==> src/divsqrt_defines.svh <==
// Global sizing for the integer divide / square-root unit
// Include wherever widths or pipeline depths are needed

`ifndef DIVSQRT_DEFINES_SVH
`define DIVSQRT_DEFINES_SVH

// Datapath width of operands, quotient, root and remainder
`define DIVSQRT_WIDTH 32

// Sideband tag carried alongside each request
`define DIVSQRT_TAG_WIDTH 4

// Elastic register stages in front of the controller
`define DIVSQRT_NUM_INP_REGS 1

// Elastic register stages behind the controller
`define DIVSQRT_NUM_OUT_REGS 1

`endif

==> src/divsqrt_types_pkg.sv <==
// Request, response and opcode types of the divide / square-root unit
// Shared by the datapath blocks and the testbench

`default_nettype none

`include "divsqrt_defines.svh"

package divsqrt_types_pkg;

  // Operation select, one bit
  typedef enum logic {
    DIV  = 1'b0,  // Quotient and remainder of a / b
    SQRT = 1'b1   // Floor root of a, remainder a - root^2
  } divsqrt_op_e;

  // Request as it travels through the input stages
  typedef struct packed {
    divsqrt_op_e                   op;
    logic [`DIVSQRT_WIDTH-1:0]     operand_a;  // Dividend or radicand
    logic [`DIVSQRT_WIDTH-1:0]     operand_b;  // Divisor, don't care for SQRT
    logic [`DIVSQRT_TAG_WIDTH-1:0] tag;
  } divsqrt_req_t;

  typedef struct packed {
    logic div_by_zero;  // Divisor was zero, result is all ones
  } divsqrt_status_t;

  // Response as it travels through the output stages
  typedef struct packed {
    logic [`DIVSQRT_WIDTH-1:0]     result;     // Quotient or root
    logic [`DIVSQRT_WIDTH-1:0]     remainder;
    divsqrt_status_t               status;
    logic [`DIVSQRT_TAG_WIDTH-1:0] tag;        // Copied from the request
  } divsqrt_rsp_t;

endpackage

`default_nettype wire

==> src/divsqrt_ctrl_pkg.sv <==
// State encoding of the issue / hold controller
// Imported by the controller, and by the testbench for messages

`default_nettype none

package divsqrt_ctrl_pkg;

  typedef enum logic [1:0] {
    IDLE = 2'd0,  // Waiting for a request
    BUSY = 2'd1,  // Engine running
    HOLD = 2'd2   // Result waiting for downstream
  } divsqrt_state_e;

endpackage

`default_nettype wire

==> src/divsqrt_pipe_stage.sv <==
// One elastic pipeline register with valid/ready handshake and flush
// Chained in the top level for both the request and response paths

`default_nettype none

module divsqrt_pipe_stage #(
  parameter type data_t = logic  // Payload carried by the stage
) (
  input  logic  clk_i,
  input  logic  arst_n_i,
  input  logic  flush_i,   // Synchronous clear of the valid bit
  // Upstream side
  input  logic  valid_i,
  output logic  ready_o,
  input  data_t data_i,
  // Downstream side
  output logic  valid_o,
  input  logic  ready_i,
  output data_t data_o
);

  logic  valid_q;
  data_t data_q;

  // Advance when downstream takes our item or we only hold a bubble
  assign ready_o = ready_i | ~valid_q;

  always_ff @(posedge clk_i or negedge arst_n_i) begin
    if (!arst_n_i) begin
      valid_q <= 1'b0;
    end else if (flush_i) begin
      valid_q <= 1'b0;  // Drop whatever is in flight
    end else if (ready_o) begin
      valid_q <= valid_i;
    end
  end

  // Payload only loads on an actual transfer
  always_ff @(posedge clk_i) begin
    if (valid_i && ready_o) begin
      data_q <= data_i;
    end
  end

  assign valid_o = valid_q;
  assign data_o  = data_q;  // Stable while valid_o waits for ready_i

endmodule

`default_nettype wire

==> src/divsqrt_iter_unit.sv <==
// Radix-2 restoring engine for unsigned divide and square root
// Pulse start_i with op and operands, results are valid from the done_o pulse on

`default_nettype none

`include "divsqrt_defines.svh"

module divsqrt_iter_unit import divsqrt_types_pkg::*; (
  input  logic                      clk_i,
  input  logic                      arst_n_i,
  input  logic                      flush_i,        // Aborts a running operation
  input  logic                      start_i,        // One-cycle start pulse
  input  divsqrt_op_e               op_i,
  input  logic [`DIVSQRT_WIDTH-1:0] operand_a_i,    // Dividend or radicand
  input  logic [`DIVSQRT_WIDTH-1:0] operand_b_i,    // Divisor
  output logic                      done_o,         // One-cycle completion pulse
  output logic [`DIVSQRT_WIDTH-1:0] result_o,       // Quotient or root
  output logic [`DIVSQRT_WIDTH-1:0] remainder_o,
  output logic                      div_by_zero_o
);

  localparam int unsigned W     = `DIVSQRT_WIDTH;
  localparam int unsigned CNT_W = $clog2(W + 1);

  // Control state
  logic [CNT_W-1:0] cnt_q;   // Iterations left, zero when idle
  logic             done_q;

  // Operation registers
  divsqrt_op_e      op_q;
  logic [W-1:0]     opa_q;   // Dividend / radicand, consumed MSB first
  logic [W-1:0]     opb_q;   // Divisor
  logic [W-1:0]     rem_q;   // Partial remainder
  logic [W-1:0]     res_q;   // Quotient or root, built LSB in
  logic             dbz_q;

  // Trial subtraction, two guard bits cover the SQRT shift
  logic [W+1:0]     trial_rem;
  logic [W+1:0]     trial_sub;
  logic [W+1:0]     trial_diff;
  logic             trial_ok;

  // --------------------------------------------------------------------
  // Iteration datapath
  // --------------------------------------------------------------------
  always_comb begin
    if (op_q == SQRT) begin
      // Bring down two radicand bits, subtract 4*root + 1
      trial_rem = {rem_q, opa_q[W-1 -: 2]};
      trial_sub = {res_q, 2'b01};
    end else begin
      // Bring down one dividend bit, subtract the divisor
      trial_rem = {1'b0, rem_q, opa_q[W-1]};
      trial_sub = {2'b00, opb_q};
    end
    trial_ok   = (trial_rem >= trial_sub);  // No borrow, keep the difference
    trial_diff = trial_rem - trial_sub;
  end

  // --------------------------------------------------------------------
  // Iteration counter and done pulse
  // --------------------------------------------------------------------
  always_ff @(posedge clk_i or negedge arst_n_i) begin
    if (!arst_n_i) begin
      cnt_q  <= '0;
      done_q <= 1'b0;
    end else if (flush_i) begin
      cnt_q  <= '0;    // Abort, results are garbage until next start
      done_q <= 1'b0;
    end else begin
      done_q <= (cnt_q == CNT_W'(1));  // Last step retires this edge
      if (start_i) begin
        // One result bit per step: W for DIV, W/2 for SQRT
        cnt_q <= (op_i == SQRT) ? CNT_W'(W / 2) : CNT_W'(W);
      end else if (cnt_q != '0) begin
        cnt_q <= cnt_q - 1'b1;
      end
    end
  end

  // Operands load on start, then shift once per step
  always_ff @(posedge clk_i) begin
    if (start_i) begin
      op_q  <= op_i;
      opa_q <= operand_a_i;
      opb_q <= operand_b_i;
      rem_q <= '0;
      res_q <= '0;
      dbz_q <= (op_i == DIV) && (operand_b_i == '0);
    end else if (cnt_q != '0) begin
      // Restore by keeping the unsubtracted value on a failed trial
      rem_q <= trial_ok ? trial_diff[W-1:0] : trial_rem[W-1:0];
      res_q <= {res_q[W-2:0], trial_ok};
      if (op_q == SQRT) begin
        opa_q <= {opa_q[W-3:0], 2'b00};
      end else begin
        opa_q <= {opa_q[W-2:0], 1'b0};
      end
    end
  end

  // Zero divisor passes every trial: quotient all ones, remainder the dividend
  assign done_o        = done_q;
  assign result_o      = res_q;
  assign remainder_o   = rem_q;
  assign div_by_zero_o = dbz_q;

endmodule

`default_nettype wire

==> src/divsqrt_ctrl.sv <==
// Issue controller between the input stages, the engine and the output stages
// Starts one operation at a time and holds its result until downstream takes it

`default_nettype none

`include "divsqrt_defines.svh"

module divsqrt_ctrl import divsqrt_types_pkg::*; import divsqrt_ctrl_pkg::*; (
  input  logic                      clk_i,
  input  logic                      arst_n_i,
  input  logic                      flush_i,
  // Request from the input stages
  input  divsqrt_req_t              req_i,
  input  logic                      req_valid_i,
  output logic                      req_ready_o,
  // Engine interface
  output logic                      start_o,
  input  logic                      unit_done_i,
  input  logic [`DIVSQRT_WIDTH-1:0] unit_result_i,
  input  logic [`DIVSQRT_WIDTH-1:0] unit_remainder_i,
  input  logic                      unit_div_by_zero_i,
  // Response to the output stages
  output divsqrt_rsp_t              rsp_o,
  output logic                      rsp_valid_o,
  input  logic                      rsp_ready_i,
  output logic                      busy_o     // Operation in flight
);

  divsqrt_state_e                state_q, state_d;
  logic [`DIVSQRT_TAG_WIDTH-1:0] tag_q;  // Tag of the running operation

  // --------------------------------------------------------------------
  // FSM
  // --------------------------------------------------------------------
  always_comb begin
    req_ready_o = 1'b0;
    rsp_valid_o = 1'b0;
    busy_o      = 1'b0;
    state_d     = state_q;

    unique case (state_q)
      IDLE: begin
        req_ready_o = 1'b1;
        if (req_valid_i) state_d = BUSY;
      end
      BUSY: begin
        busy_o = 1'b1;
        if (unit_done_i) begin
          rsp_valid_o = 1'b1;  // Result presented in the done cycle
          if (rsp_ready_i) begin
            state_d     = IDLE;
            req_ready_o = 1'b1;  // Back-to-back issue
            if (req_valid_i) state_d = BUSY;
          end else begin
            state_d = HOLD;  // Engine keeps its outputs stable meanwhile
          end
        end
      end
      HOLD: begin
        busy_o      = 1'b1;
        rsp_valid_o = 1'b1;
        if (rsp_ready_i) begin
          state_d     = IDLE;
          req_ready_o = 1'b1;
          if (req_valid_i) state_d = BUSY;
        end
      end
      default: state_d = IDLE;
    endcase

    // Flush wins over everything
    if (flush_i) begin
      busy_o      = 1'b0;
      rsp_valid_o = 1'b0;
      state_d     = IDLE;
    end
  end

  assign start_o = req_valid_i & req_ready_o & ~flush_i;

  always_ff @(posedge clk_i or negedge arst_n_i) begin
    if (!arst_n_i) state_q <= IDLE;
    else           state_q <= state_d;
  end

  // Tag captured with the operands
  always_ff @(posedge clk_i) begin
    if (start_o) tag_q <= req_i.tag;
  end

  // Response assembly
  assign rsp_o.result             = unit_result_i;
  assign rsp_o.remainder          = unit_remainder_i;
  assign rsp_o.status.div_by_zero = unit_div_by_zero_i;
  assign rsp_o.tag                = tag_q;

endmodule

`default_nettype wire

==> src/divsqrt_top.sv <==
// Top of the iterative unsigned divide / square-root unit
// Input stages feed the controller and engine while output stages carry the results off

`default_nettype none

`include "divsqrt_defines.svh"

module divsqrt_top import divsqrt_types_pkg::*; (
  input  logic         clk_i,
  input  logic         arst_n_i,
  input  logic         flush_i,
  // Request handshake
  input  divsqrt_req_t req_i,
  input  logic         in_valid_i,
  output logic         in_ready_o,
  // Response handshake
  output divsqrt_rsp_t rsp_o,
  output logic         out_valid_o,
  input  logic         out_ready_i,
  output logic         busy_o       // Any valid item in flight
);

  localparam int unsigned NUM_INP = `DIVSQRT_NUM_INP_REGS;
  localparam int unsigned NUM_OUT = `DIVSQRT_NUM_OUT_REGS;

  // Index i is the signal after i register stages
  divsqrt_req_t [0:NUM_INP] inp_data;
  logic         [0:NUM_INP] inp_valid;
  logic         [0:NUM_INP] inp_ready;
  divsqrt_rsp_t [0:NUM_OUT] out_data;
  logic         [0:NUM_OUT] out_valid;
  logic         [0:NUM_OUT] out_ready;

  // Controller to engine
  logic                      unit_start;
  logic                      unit_done;
  logic [`DIVSQRT_WIDTH-1:0] unit_result;
  logic [`DIVSQRT_WIDTH-1:0] unit_remainder;
  logic                      unit_div_by_zero;
  logic                      ctrl_busy;

  // --------------------------------------------------------------------
  // Input pipeline
  // --------------------------------------------------------------------
  assign inp_data[0]  = req_i;
  assign inp_valid[0] = in_valid_i;
  assign in_ready_o   = inp_ready[0];

  for (genvar i = 0; i < NUM_INP; i++) begin : gen_inp_pipe
    divsqrt_pipe_stage #(.data_t(divsqrt_req_t)) i_stage (
      .clk_i, .arst_n_i, .flush_i,
      .valid_i (inp_valid[i]),
      .ready_o (inp_ready[i]),
      .data_i  (inp_data[i]),
      .valid_o (inp_valid[i+1]),
      .ready_i (inp_ready[i+1]),
      .data_o  (inp_data[i+1])
    );
  end

  // --------------------------------------------------------------------
  // Controller and engine
  // --------------------------------------------------------------------
  divsqrt_ctrl i_ctrl (
    .clk_i, .arst_n_i, .flush_i,
    .req_i              (inp_data[NUM_INP]),
    .req_valid_i        (inp_valid[NUM_INP]),
    .req_ready_o        (inp_ready[NUM_INP]),
    .start_o            (unit_start),
    .unit_done_i        (unit_done),
    .unit_result_i      (unit_result),
    .unit_remainder_i   (unit_remainder),
    .unit_div_by_zero_i (unit_div_by_zero),
    .rsp_o              (out_data[0]),
    .rsp_valid_o        (out_valid[0]),
    .rsp_ready_i        (out_ready[0]),
    .busy_o             (ctrl_busy)
  );

  // Operands come straight from the last input stage and are sampled on start
  divsqrt_iter_unit i_unit (
    .clk_i, .arst_n_i, .flush_i,
    .start_i       (unit_start),
    .op_i          (inp_data[NUM_INP].op),
    .operand_a_i   (inp_data[NUM_INP].operand_a),
    .operand_b_i   (inp_data[NUM_INP].operand_b),
    .done_o        (unit_done),
    .result_o      (unit_result),
    .remainder_o   (unit_remainder),
    .div_by_zero_o (unit_div_by_zero)
  );

  // --------------------------------------------------------------------
  // Output pipeline
  // --------------------------------------------------------------------
  for (genvar i = 0; i < NUM_OUT; i++) begin : gen_out_pipe
    divsqrt_pipe_stage #(.data_t(divsqrt_rsp_t)) i_stage (
      .clk_i, .arst_n_i, .flush_i,
      .valid_i (out_valid[i]),
      .ready_o (out_ready[i]),
      .data_i  (out_data[i]),
      .valid_o (out_valid[i+1]),
      .ready_i (out_ready[i+1]),
      .data_o  (out_data[i+1])
    );
  end

  assign out_ready[NUM_OUT] = out_ready_i;  // Back-pressure enters here
  assign rsp_o              = out_data[NUM_OUT];
  assign out_valid_o        = out_valid[NUM_OUT];

  // Registered stage valids and the controller state
  assign busy_o = |{inp_valid[1:NUM_INP], ctrl_busy, out_valid[1:NUM_OUT]};

endmodule

`default_nettype wire

==> config.mk <==
export PLATFORM = sky130hd
export DESIGN_NAME = divsqrt_top
export DESIGN_NICKNAME = d
export VERILOG_FILES = /design/src/divsqrt_types_pkg.sv /design/src/divsqrt_ctrl_pkg.sv /design/src/divsqrt_pipe_stage.sv /design/src/divsqrt_iter_unit.sv /design/src/divsqrt_ctrl.sv /design/src/divsqrt_top.sv
export VERILOG_INCLUDE_DIRS = /design/src
export SDC_FILE = /design/constraint.sdc
export NUM_CORES = 1
export LEC_CHECK = 0
export BUFFER_PORTS_ARGS = -buffer_cell sky130_fd_sc_hd__buf_4
export CORE_MARGIN = 4
export CORE_UTILIZATION = 50
export DETAILED_ROUTE_END_ITERATION = 12
export PLACE_DENSITY = 0.7
export SYNTH_ARGS = -nofsm -noshare
export SYNTH_HDL_FRONTEND = slang
export SYNTH_HIERARCHICAL = 1
export SYNTH_SLANG_ARGS = --single-unit
==> constraint.sdc <==
create_clock -name clk_i -period 8.3 [get_ports clk_i]
set_input_delay 0.83 -clock clk_i [delete_from_list [all_inputs] [get_ports clk_i]]
set_output_delay 0.83 -clock clk_i [all_outputs]
set_load 0.1 [all_outputs]
==> impl_metrics.yaml, run 1 <==
sta:
  min_period_ns: 4.42
  setup_viol: 0
  hold_violations: 0
  drv_slew: 0
  tns_ns: 0
  worstMarginPinSlew_ns: 0.949
  relSlewSlack_pct: 36.7
  rsz0062_at_grt: "false"
  fin_skew_ns: 0.0243
  max_freq_mhz: 226
  min_period_over_period_pct: 53.3
die:
  dieArea_mm2: 0.0294
  die_y_um: 171
  dieWidth_um: 171
  pin_count: 146
  start_util_pct: 51.0
  rows: 59
  core_area_mm2: 0.0262
cells_and_area:
  nets: 1309
  post-route-util_pct: 57.8
  diodes: 0
  multi_input_area_mm2: 0.00471
  layout_common_cells: "edfxtp_1 (208), nand2_1 (157), buf_4 (153)"
  syn_to_final_growth_pct: 13.3
  regArea_mm2: 0.00780
  drive_above_1_share_pct: 21.4
  layout_commonest_cell: "edfxtp_1"
  num-fill-cells: 2102
placed_design:
  hpwlAfterDp_mm: 19.3
  portBuffers: 145
  gp_congestion: 0.917
worst_setup_path:
  startpoint: "i_unit/op_q"
  path_cells: "buf_4, mux2_2, ha_1, a21oi_1, nand2_1, o21ai_1, a211o_1, a21boi_2, nor2_2, buf_4, and4bb_1, a311o_1"
  r2r_start: "i_unit/op_q"
  worstSetupPathType: "register to register"
  required_ns: 8.73
  cp.arrival_ns: 4.85
  critPathLaunchType: "register"
  crit_buf_inv: 2
  critical_path.slowest_cell: "buf_4"
  slowest_delay_ns: 0.63
  end_kind: "register"
  cpLargestDelayFamily: "compound AO/OA/AOI/OAI gates"
  cp_common_cell: "buf_4"
  crit_path_max_fanout: 55
synthesis:
  synth_xor_area_share_pct: 1.51
  synth_simple_gate_area_share_pct: 10.9
  synth_ff_type: "edfxtp_1"
  yosys.area_share.adder_pct: 3.99
  synth_top_family_by_area: "simple AND/OR/NAND/NOR gates"
  synth_edf_count: 208
  synth-compound-area-share_pct: 10.9
  synthCells: 1129
  ys_types: 79
  synth_nets: 1245
  yosysSeqAreaShare_pct: 58.4
  ys_ff_latch: 283
  ys_async_sr_fraction_pct: 3.89
  synthesis.area_per_instance_um2: 11.8
  syn_area_mm2: 0.0134
  ys.warnings.count: 6
  synth_mux_area_share_pct: 7.80
clocking:
  cts_tree: "built"
  clk_latency_ns: 0.56
  cts_hold_buf: 0
  ctsResizeCount: 0
  clockBufferDepth: 3
  htree_levels: 1
  cts_buffers: 28
  path_clk_slew_ns: 0.06
  numClockSinks: 283
  cts_setup_buffers: 0
  clockRootBuffer: "clkbuf_16"
power:
  p_leak_nw: 5.81
  intPower_mw: 3.71
  switchingPower_mw: 2.25
  p_seq_share_pct: 36.3
  netSwitchingFraction_pct: 37.8
  pwr_density_cell_mw_per_mm2: 394
  power_frac_clock_pct: 22.2
  irDropWorstVdd_mv: 0.176
  power_frac_comb_pct: 41.5
  total_power_mw: 5.96
drt:
  num_vias: 8555
  drt_pass1_iterations: 5
  post_drt_wl_per_cell_um: 17.7
  drtAntennaViolNets: 0
  drt_iter0_drc: 634
  routed_wl_mm: 27.4
  vias_per_cell: 5.52
  route.detailed.drc: 0
global_route:
  grt_pass1_vias: 8365
  met3_usage_pct: 2.99
  top_usage_layer: "met2"
  antenna_found_initial: 0
  use_met2_pct: 31.1
  grt-ovfl-total: 0
  grtUsageMet1_pct: 25.6
  grtUsageTotal_pct: 18.7
  grt_pass1_wl_mm: 44.1
  grt_max_degree: 89
hold_path:
  worst_hold_path_type: "primary input to asynchronous set/reset pin"
job:
  cap_violations: 0
status:
  outcome: "finished, final reports clean"
-- state kept, by name (all words and copies together), names as in the netlist, 2 cells and up --
name and cells:
gen_inp_pipe.i_stage/data_o 69, gen_out_pipe.i_stage/data_o 69, i_ctrl/state_q 2, i_ctrl/tag_q 4, i_unit/cnt_q 6, i_unit/opa_q 32
i_unit/opb_q 32, i_unit/remainder_o 32, i_unit/result_o 32
-- worst reg2reg max path, cell delays in order, from the launching register on --
cell      delay (ns)
edfxtp_1        0.35
buf_4           0.63
mux2_2          0.45
ha_1            0.38
a21oi_1         0.30
nand2_1         0.12
o21ai_1         0.28
a211o_1         0.27
a21boi_2        0.13
nor2_2          0.48
buf_4           0.37
and4bb_1        0.23
a311o_1         0.30
-- metrics by stage --
step | cells | area (um^2) | hold slack (ns) | setup WS (ns)
floorplan | 1129 | 13400 | 0.400 | 1.44
global placement | 1498 | 14100 | 0.403 | 4.06
detailed placement | 1498 | 14100 | 0.405 | 3.93
CTS | 1550 | 15100 | 0.0802 | 3.90
global route | 1550 | 15100 | 0.0817 | 3.54
finish | 1550 | 15100 | 0.105 | 3.88
-- metal layers --
layer / vias to the layer above / wire [um]
met3: 39 / 1600
met1: 4056 / 11900
met4: 0 / 739
met2: 260 / 13200
li1: 4200 / -
met5: - / 0
-- area by class of cell --
type	instances	share of cell area (%)
inverters	18	0.446
flip-flops and latches	283	51.5
well taps	335	2.77
clock inverters	15	1.36
multi-input cells	709	31.1
repair buffers	153	7.59
clock buffers	37	5.18
-- worst paths after layout --
path	endpoint	slack [ns]	depth (start not counted)
max in group asynchronous	i_unit/cnt_q[4]	8.03	1
min in group clk_i	gen_out_pipe[0].i_stage/data_o[0]	0.42	0
min reg2reg	gen_out_pipe[0].i_stage/data_o[0]	0.42	0
min	i_unit/done_o	0.11	1
max reg2reg	i_unit/remainder_o[9]	3.88	12
max	i_unit/remainder_o[9]	3.88	12
-- kinds of logic after synthesis --
logic type	Yosys count
AOI/OAI and AO/OA	232
and+or+nand+nor	312
adders and majority gates	42
muxes	100
xor gates and xnor gates	23
buffers and inverters	137
DFF	283
-- synth_stat cells (3+ instances only) --
cell | instances | share of area (%)
or3_1 | 9 | 0.42
buf_1 | 6 | 0.17
dfxtp_1 | 64 | 9.6
nor4_1 | 8 | 0.37
o21bai_1 | 3 | 0.17
a41oi_1 | 3 | 0.20
a21oi_2 | 3 | 0.20
xnor2_1 | 14 | 0.92
inv_1 | 18 | 0.51
nand2b_1 | 8 | 0.37
a31oi_1 | 3 | 0.14
a311oi_1 | 12 | 0.79
nor2_1 | 53 | 1.5
a211oi_1 | 16 | 0.90
o21a_1 | 7 | 0.39
nor2b_1 | 7 | 0.33
nand2_1 | 157 | 4.4
a21oi_1 | 87 | 3.3
buf_4 | 71 | 4.0
o21ai_1 | 8 | 0.30
buf_6 | 8 | 0.67
edfxtp_1 | 208 | 47
or2_2 | 3 | 0.14
o21ai_0 | 50 | 1.9
and3_1 | 7 | 0.33
nand4_1 | 10 | 0.47
a21o_1 | 5 | 0.28
xor2_1 | 9 | 0.59
a211o_1 | 4 | 0.26
clkbuf_1 | 27 | 0.76
and2_1 | 6 | 0.28
o211ai_1 | 7 | 0.39
nor3_1 | 19 | 0.71
ha_1 | 41 | 3.8
nand3_1 | 6 | 0.22
dfrtp_1 | 11 | 2.1
mux2i_1 | 67 | 5.0
mux2_2 | 32 | 2.7
buf_2 | 5 | 0.19
-- power by group through the flow --
stage,combinational (mW),clock [mW],sequential (mW)
final,2.47,1.32,2.16
after detailed placement,2.45,0,2.19
after global placement,2.42,0,2.19
after floorplan,2.19,0,2.10
after global routing,2.79,1.42,2.20
after CTS,2.47,1.35,2.16
Power figures use the tool's default switching activity.
==> inputs of run 2 (changes only) <==
Settings changed: PLACE_DENSITY 0.7 to 0.72.
Clock period 8.3 ns to 3.95 ns, I/O delays scaled along.
==> run 2 against run 1 <==
  * Largest cell class unchanged
  * Global-route usage increased by 2.1 points
  * First-iteration DRC count fell by 4.1%
  * Sequential share of layout area shrank 2.8 points
  * Setup slack worse by 3.7 ns
  * Combinational power up 120%
  * Critical path type unchanged
  * Cell count rose by 5.4%
  * Count of clock-buffer cells in the layout rose by 2
  * Routed wire length increased by 11%
==> impl_metrics.yaml, run 2 (same netlist as run 1, synthesis figures left out) <==
clocking:
  cts_setup_buffers: 0
  clockRootBuffer: "clkbuf_16"
  htree_levels: 1
  clk_latency_ns: 0.57
  numClockSinks: 283
  clockBufferDepth: 3
  cts_tree: "built"
  path_clk_slew_ns: 0.06
  cts_buffers: 30
power:
  p_leak_nw: 6.16
  pwr_density_cell_mw_per_mm2: 802
  irDropWorstVdd_mv: 0.377
sta:
  hold_violations: 0
  max_freq_mhz: 264
  drv_slew: 0
  min_period_ns: 3.78
  worstMarginPinSlew_ns: 0.966
  rsz0062_at_grt: "false"
  fin_skew_ns: 0.0246
  holdWs_ns: 0.0739
  tns_ns: 0
  relSlewSlack_pct: 35.6
  min_period_over_period_pct: 95.8
  setup_viol: 0
worst_setup_path:
  critical_path.slowest_cell: "edfxtp_1"
  worstSetupPathType: "register to register"
  crit_buf_inv: 1
  critPathLaunchType: "register"
  cp.arrival_ns: 4.26
  r2r-end: "i_unit/remainder_o[31]"
  r2r_setup_slack_ns: 0.17
  crit_path_max_fanout: 26
  r2r_cells: 11
  slowest_delay_ns: 0.46
  r2r_start: "i_unit/op_q"
  required_ns: 4.42
  end_kind: "register"
  path_cells: "buf_12, mux2_2, ha_1, and4_1, a221oi_2, nor3b_4, a21oi_1, o311a_1, o31ai_2, mux2_1, a211oi_2"
  cpLargestDelayFamily: "compound AO/OA/AOI/OAI gates"
cells_and_area:
  num-fill-cells: 2022
  layout.cells.non_filler: 1634
  layout_common_cells: "edfxtp_1 (208), buf_4 (159), nand2_1 (156)"
  layout_commonest_cell: "edfxtp_1"
  regArea_mm2: 0.00780
  nets: 1391
  drive_above_1_share_pct: 20.9
  post-route-util_pct: 61.1
  multi_input_area_mm2: 0.00474
  syn_to_final_growth_pct: 19.9
  diodes: 0
drt:
  vias_per_cell: 5.45
  post_drt_wl_per_cell_um: 18.6
  num_vias: 8912
  drtAntennaViolNets: 0
  routed_wl_mm: 30.4
  route.detailed.drc: 0
  drt_iter0_drc: 608
  drt_pass1_iterations: 6
die:
  pin_count: 146
  core_area_mm2: 0.0262
  rows: 59
  die_y_um: 171
  dieWidth_um: 171
  start_util_pct: 51.0
  dieArea_mm2: 0.0294
global_route:
  grt_max_degree: 166
  grtUsageTotal_pct: 20.8
  grt_pass1_wl_mm: 48.6
  antenna_found_initial: 0
  grt_pass1_vias: 8938
  grt-ovfl-total: 0
placed_design:
  portBuffers: 145
  gp_congestion: 0.935
  placed_cells_incl_taps: 1508
  hpwlAfterDp_mm: 20.4
status:
  outcome: "finished, final reports clean"
job:
  cap_violations: 0
hold_path:
  min_to: "gen_inp_pipe[0].i_stage/valid_o"
  min_from: "in_valid_i"
  holdPathStages: 3
  worst_hold_path_type: "primary input to register"
## run 2: changes by cell type in the layout (fill, tap and decap cells not counted), moves of 3 or more
cell and delta:
clkinv_2 -3, dlygate4sd3_1 +70, clkinv_4 +3, clkbuf_8 -3, clkinv_1 +3, buf_4 +6, clkbuf_1 +3
## run 2: per-layer routing
metal	routed length, um	track usage [%]	share of wire [%]
met1	13300	28.7	44
met5	0	0	0
met3	1670	4.00	5.5
met4	843	5.68	2.8
met2	14500	33.9	48
## run 2: stage by stage
stage	cell area, um^2	power (mW)	worst slack [ns]
floorplan	13400	9.03	0.126
global placement	14300	9.88	0.285
detailed placement	14300	9.93	0.186
CTS	16000	12.9	0.115
global route	16000	13.7	0.00219
finish	16000	12.8	0.166
## run 2: worst max path at each step
| stage | cells after the start | start | end | slack, ns |
|---|---|---|---|---|
| detailed placement | 13 | i_unit/op_q | i_unit/remainder_o[3] | 0.19 |
| finish | 11 | i_unit/op_q | i_unit/remainder_o[31] | 0.17 |
| global placement | 11 | i_unit/op_q | i_unit/remainder_o[15] | 0.29 |
| CTS | 12 | i_unit/op_q | i_unit/remainder_o[24] | 0.12 |
| global route | 13 | i_unit/op_q | i_unit/remainder_o[7] | 0.002 |
| floorplan | 15 | i_unit/op_q | i_unit/remainder_o[31] | 0.13 |
## run 2: power breakdown
| group | switching [mW] | internal, mW | leakage (nW) |
|---|---|---|---|
| clock network | 1.15 | 1.71 | 0.491 |
| logic | 3.25 | 2.20 | 3.01 |
| registers | 0.510 | 4.04 | 2.66 |
## run 2: what timing repair did
action	CTS	global route
resized for setup	0	7
endpoints found under the setup margin	0	28
endpoints found under the hold margin	80	0
hold buffers	70	0
## run 2: area by class of cell
class,instances,area share (%)
flip-flops and latches,283,48.7
multi-input cells,709,29.6
repair buffers,233,12.2
clock buffers,39,5.02
well taps,335,2.62
clock inverters,17,1.38
inverters,18,0.422
## run 2: worst min-delay path, delay by kind of cell
| kind | cells | cell delay [ns] |
|---|---|---|
| AO/OA/AOI/OAI | 1 | 0.04 |
| buffers and inverters | 2 | 0.16 |
==> inputs of run 3 (changes only) <==
Clock period 3.95 ns to 3.2 ns, I/O delays scaled along.
==> run 3 against run 2 <==
  * The flow now finishes with violations (negative setup slack)
  * Count of clock-buffer cells in the layout is 3 higher
  * Sequential power increased by 24%
  * Cell area is 10% higher
  * Non-clock buffer count is 125 higher
  * Die area unchanged
  * Clock power is 14% higher
  * Worst hold slack got worse by 0.029 ns
  * Register-to-register slack worse by 0.47 ns
  * Global-route usage rose by 0.82 points
  * Routed wire length is 8.2% higher
  * Combinational power is 72% higher
  * Largest cell class unchanged
  * Largest power group unchanged
==> impl_metrics.yaml, run 3 (same netlist as run 1, synthesis figures left out) <==
power:
  irDropWorstVdd_mv: 0.487
  p_seq_share_pct: 31.0
  power_frac_clock_pct: 17.8
  p_leak_nw: 6.82
  intPower_mw: 11.3
  power_frac_comb_pct: 51.2
  switchingPower_mw: 6.95
  pwr_density_cell_mw_per_mm2: 1040
  netSwitchingFraction_pct: 38.0
sta:
  fin_skew_ns: 0.0270
  worstMarginPinSlew_ns: 0.884
  min_period_over_period_pct: 110
  min_period_ns: 3.50
  holdWs_ns: 0.0450
  max_freq_mhz: 285
  finalWorstSetupSlack_ns: -0.305
  rsz0062_at_grt: "true"
  drv_slew: 0
  relSlewSlack_pct: 41.1
  hold_violations: 0
  setup_viol: 32
cells_and_area:
  nets: 1517
  layout.cells.non_filler: 1760
  final_area_mm2: 0.0177
  drive_above_1_share_pct: 33.7
  layout_common_cells: "buf_4 (265), edfxtp_1 (208), nand2_1 (154)"
  num-fill-cells: 1810
  syn_to_final_growth_pct: 32.2
  layout_commonest_cell: "buf_4"
worst_setup_path:
  end_kind: "register"
  r2r-end: "i_unit/remainder_o[7]"
  cp.arrival_ns: 3.98
  r2r_setup_slack_ns: -0.30
  r2r_cells: 14
  r2r_start: "i_unit/op_q"
  crit_path_max_fanout: 8
  required_ns: 3.67
  critPathLaunchType: "register"
  worstSetupPathType: "register to register"
  startpoint: "i_unit/op_q"
  endpoint: "i_unit/remainder_o[7]"
die:
  dieArea_mm2: 0.0294
  die_y_um: 171
  core_area_mm2: 0.0262
  rows: 59
  dieWidth_um: 171
  pin_count: 146
  start_util_pct: 51.0
drt:
  post_drt_wl_per_cell_um: 18.7
  routed_wl_mm: 32.8
  drtAntennaViolNets: 0
  drt_pass1_iterations: 5
  num_vias: 9632
  drt_iter0_drc: 772
  route.detailed.drc: 0
  vias_per_cell: 5.47
job:
  cap_violations: 0
clocking:
  clockBufferDepth: 3
  clockRootBuffer: "clkbuf_16"
  path_clk_slew_ns: 0.07
  clk_latency_ns: 0.57
  cts_buffers: 29
  htree_levels: 1
  cts_tree: "built"
  numClockSinks: 283
global_route:
  grt_pass1_vias: 9737
  grtUsageTotal_pct: 21.6
  grt-ovfl-total: 0
  grt_pass1_wl_mm: 50.7
  grt_max_degree: 127
  antenna_found_initial: 0
status:
  violations: "negative setup slack"
  outcome: "finished, violations left"
placed_design:
  place_area_mm2: 0.0152
  placed_cells_incl_taps: 1611
  hpwlAfterDp_mm: 21.6
  portBuffers: 145
  gp_congestion: 0.907
hold_path:
  worst_hold_path_type: "primary input to register"
run 3: cell count changes in the layout (fill, tap and decap cells not counted), moves of 10 or more:
cell,delta
buf_4,+106
ha_1,-20
ha_4,+19
a21oi_1,-16
mux2i_1,-16
buf_6,+13
a21oi_2,+12
mux2i_2,+10
run 3: critical path, stage by stage (launching register included):
cell and delay [ns]:
edfxtp_1 0.47, buf_6 0.19, buf_4 0.15, buf_4 0.15, mux2i_4 0.21, ha_4 0.30, nand4_4 0.10, nor4_2 0.33
a21oi_1 0.10, o31a_1 0.34, o21ai_4 0.20, nor2_4 0.07, buf_6 0.14, or3_1 0.36, a311oi_2 0.29
run 3: final cells by class:
class	count	area, um^2	area share [%]
Sequential cell	283	7810	44.2
Tap cell	335	419	2.37
Antenna cell	1	2.50	0.0142
Inverter	18	67.6	0.382
Multi-Input combinational cell	711	5430	30.7
Clock buffer	42	815	4.61
Clock inverter	12	116	0.659
Timing Repair Buffer	358	3010	17.0
run 3: repair_timing:
item / CTS / global route
gates resized for setup: 36 / 80
hold endpoints to repair: 81 / 0
buffers inserted: 8 / 15
pin swaps: 25 / 34
hold buffers: 71 / 0
endpoints found under the setup margin: 31 / 33
cloned: 1 / 2
run 3: worst min-delay path by stage:
| stage | start | endpoint | slack [ns] | cells after the start |
|---|---|---|---|---|
| detailed placement | arst_n_i | gen_out_pipe[0].i_stage/valid_o | 0.17 | 1 |
| CTS | flush_i | gen_inp_pipe[0].i_stage/valid_o | 0.02 | 2 |
| global route | flush_i | gen_out_pipe[0].i_stage/valid_o | 0.03 | 2 |
| finish | flush_i | gen_out_pipe[0].i_stage/valid_o | 0.04 | 2 |
| floorplan | arst_n_i | gen_inp_pipe[0].i_stage/valid_o | 0.02 | 0 |
| global placement | arst_n_i | gen_inp_pipe[0].i_stage/valid_o | 0.17 | 1 |
run 3: power groups by stage:
stage               registers, mW  clock network, mW  logic [mW]
floorplan                    5.45                  0        5.84
global placement             5.66                  0        7.66
detailed placement           5.68                  0        7.79
CTS                          5.62               3.32        8.28
global route                 5.75               3.50        10.2
finish                       5.66               3.26        9.36
run 3: routing by layer:
layer  track usage (%)  share of wire [%]  vias up
met4              5.82                2.6        0
met5                 0                  0        -
li1                  -                  -     4626
met3              3.45                5.4       57
met2              37.8                 51      286
met1              28.1                 41     4663
run 3: per-stage QoR:
stage | TNS [ns] | total power, mW | util, % | setup WS (ns)
floorplan | -6.56 | 11.3 | - | -0.203
global placement | -1.65 | 13.3 | 57.9 | -0.255
detailed placement | -3.45 | 13.5 | 57.9 | -0.303
CTS | -4.68 | 17.2 | 65.3 | -0.213
global route | -8.12 | 19.4 | 67.4 | -0.463
finish | -3.82 | 18.3 | 67.4 | -0.305
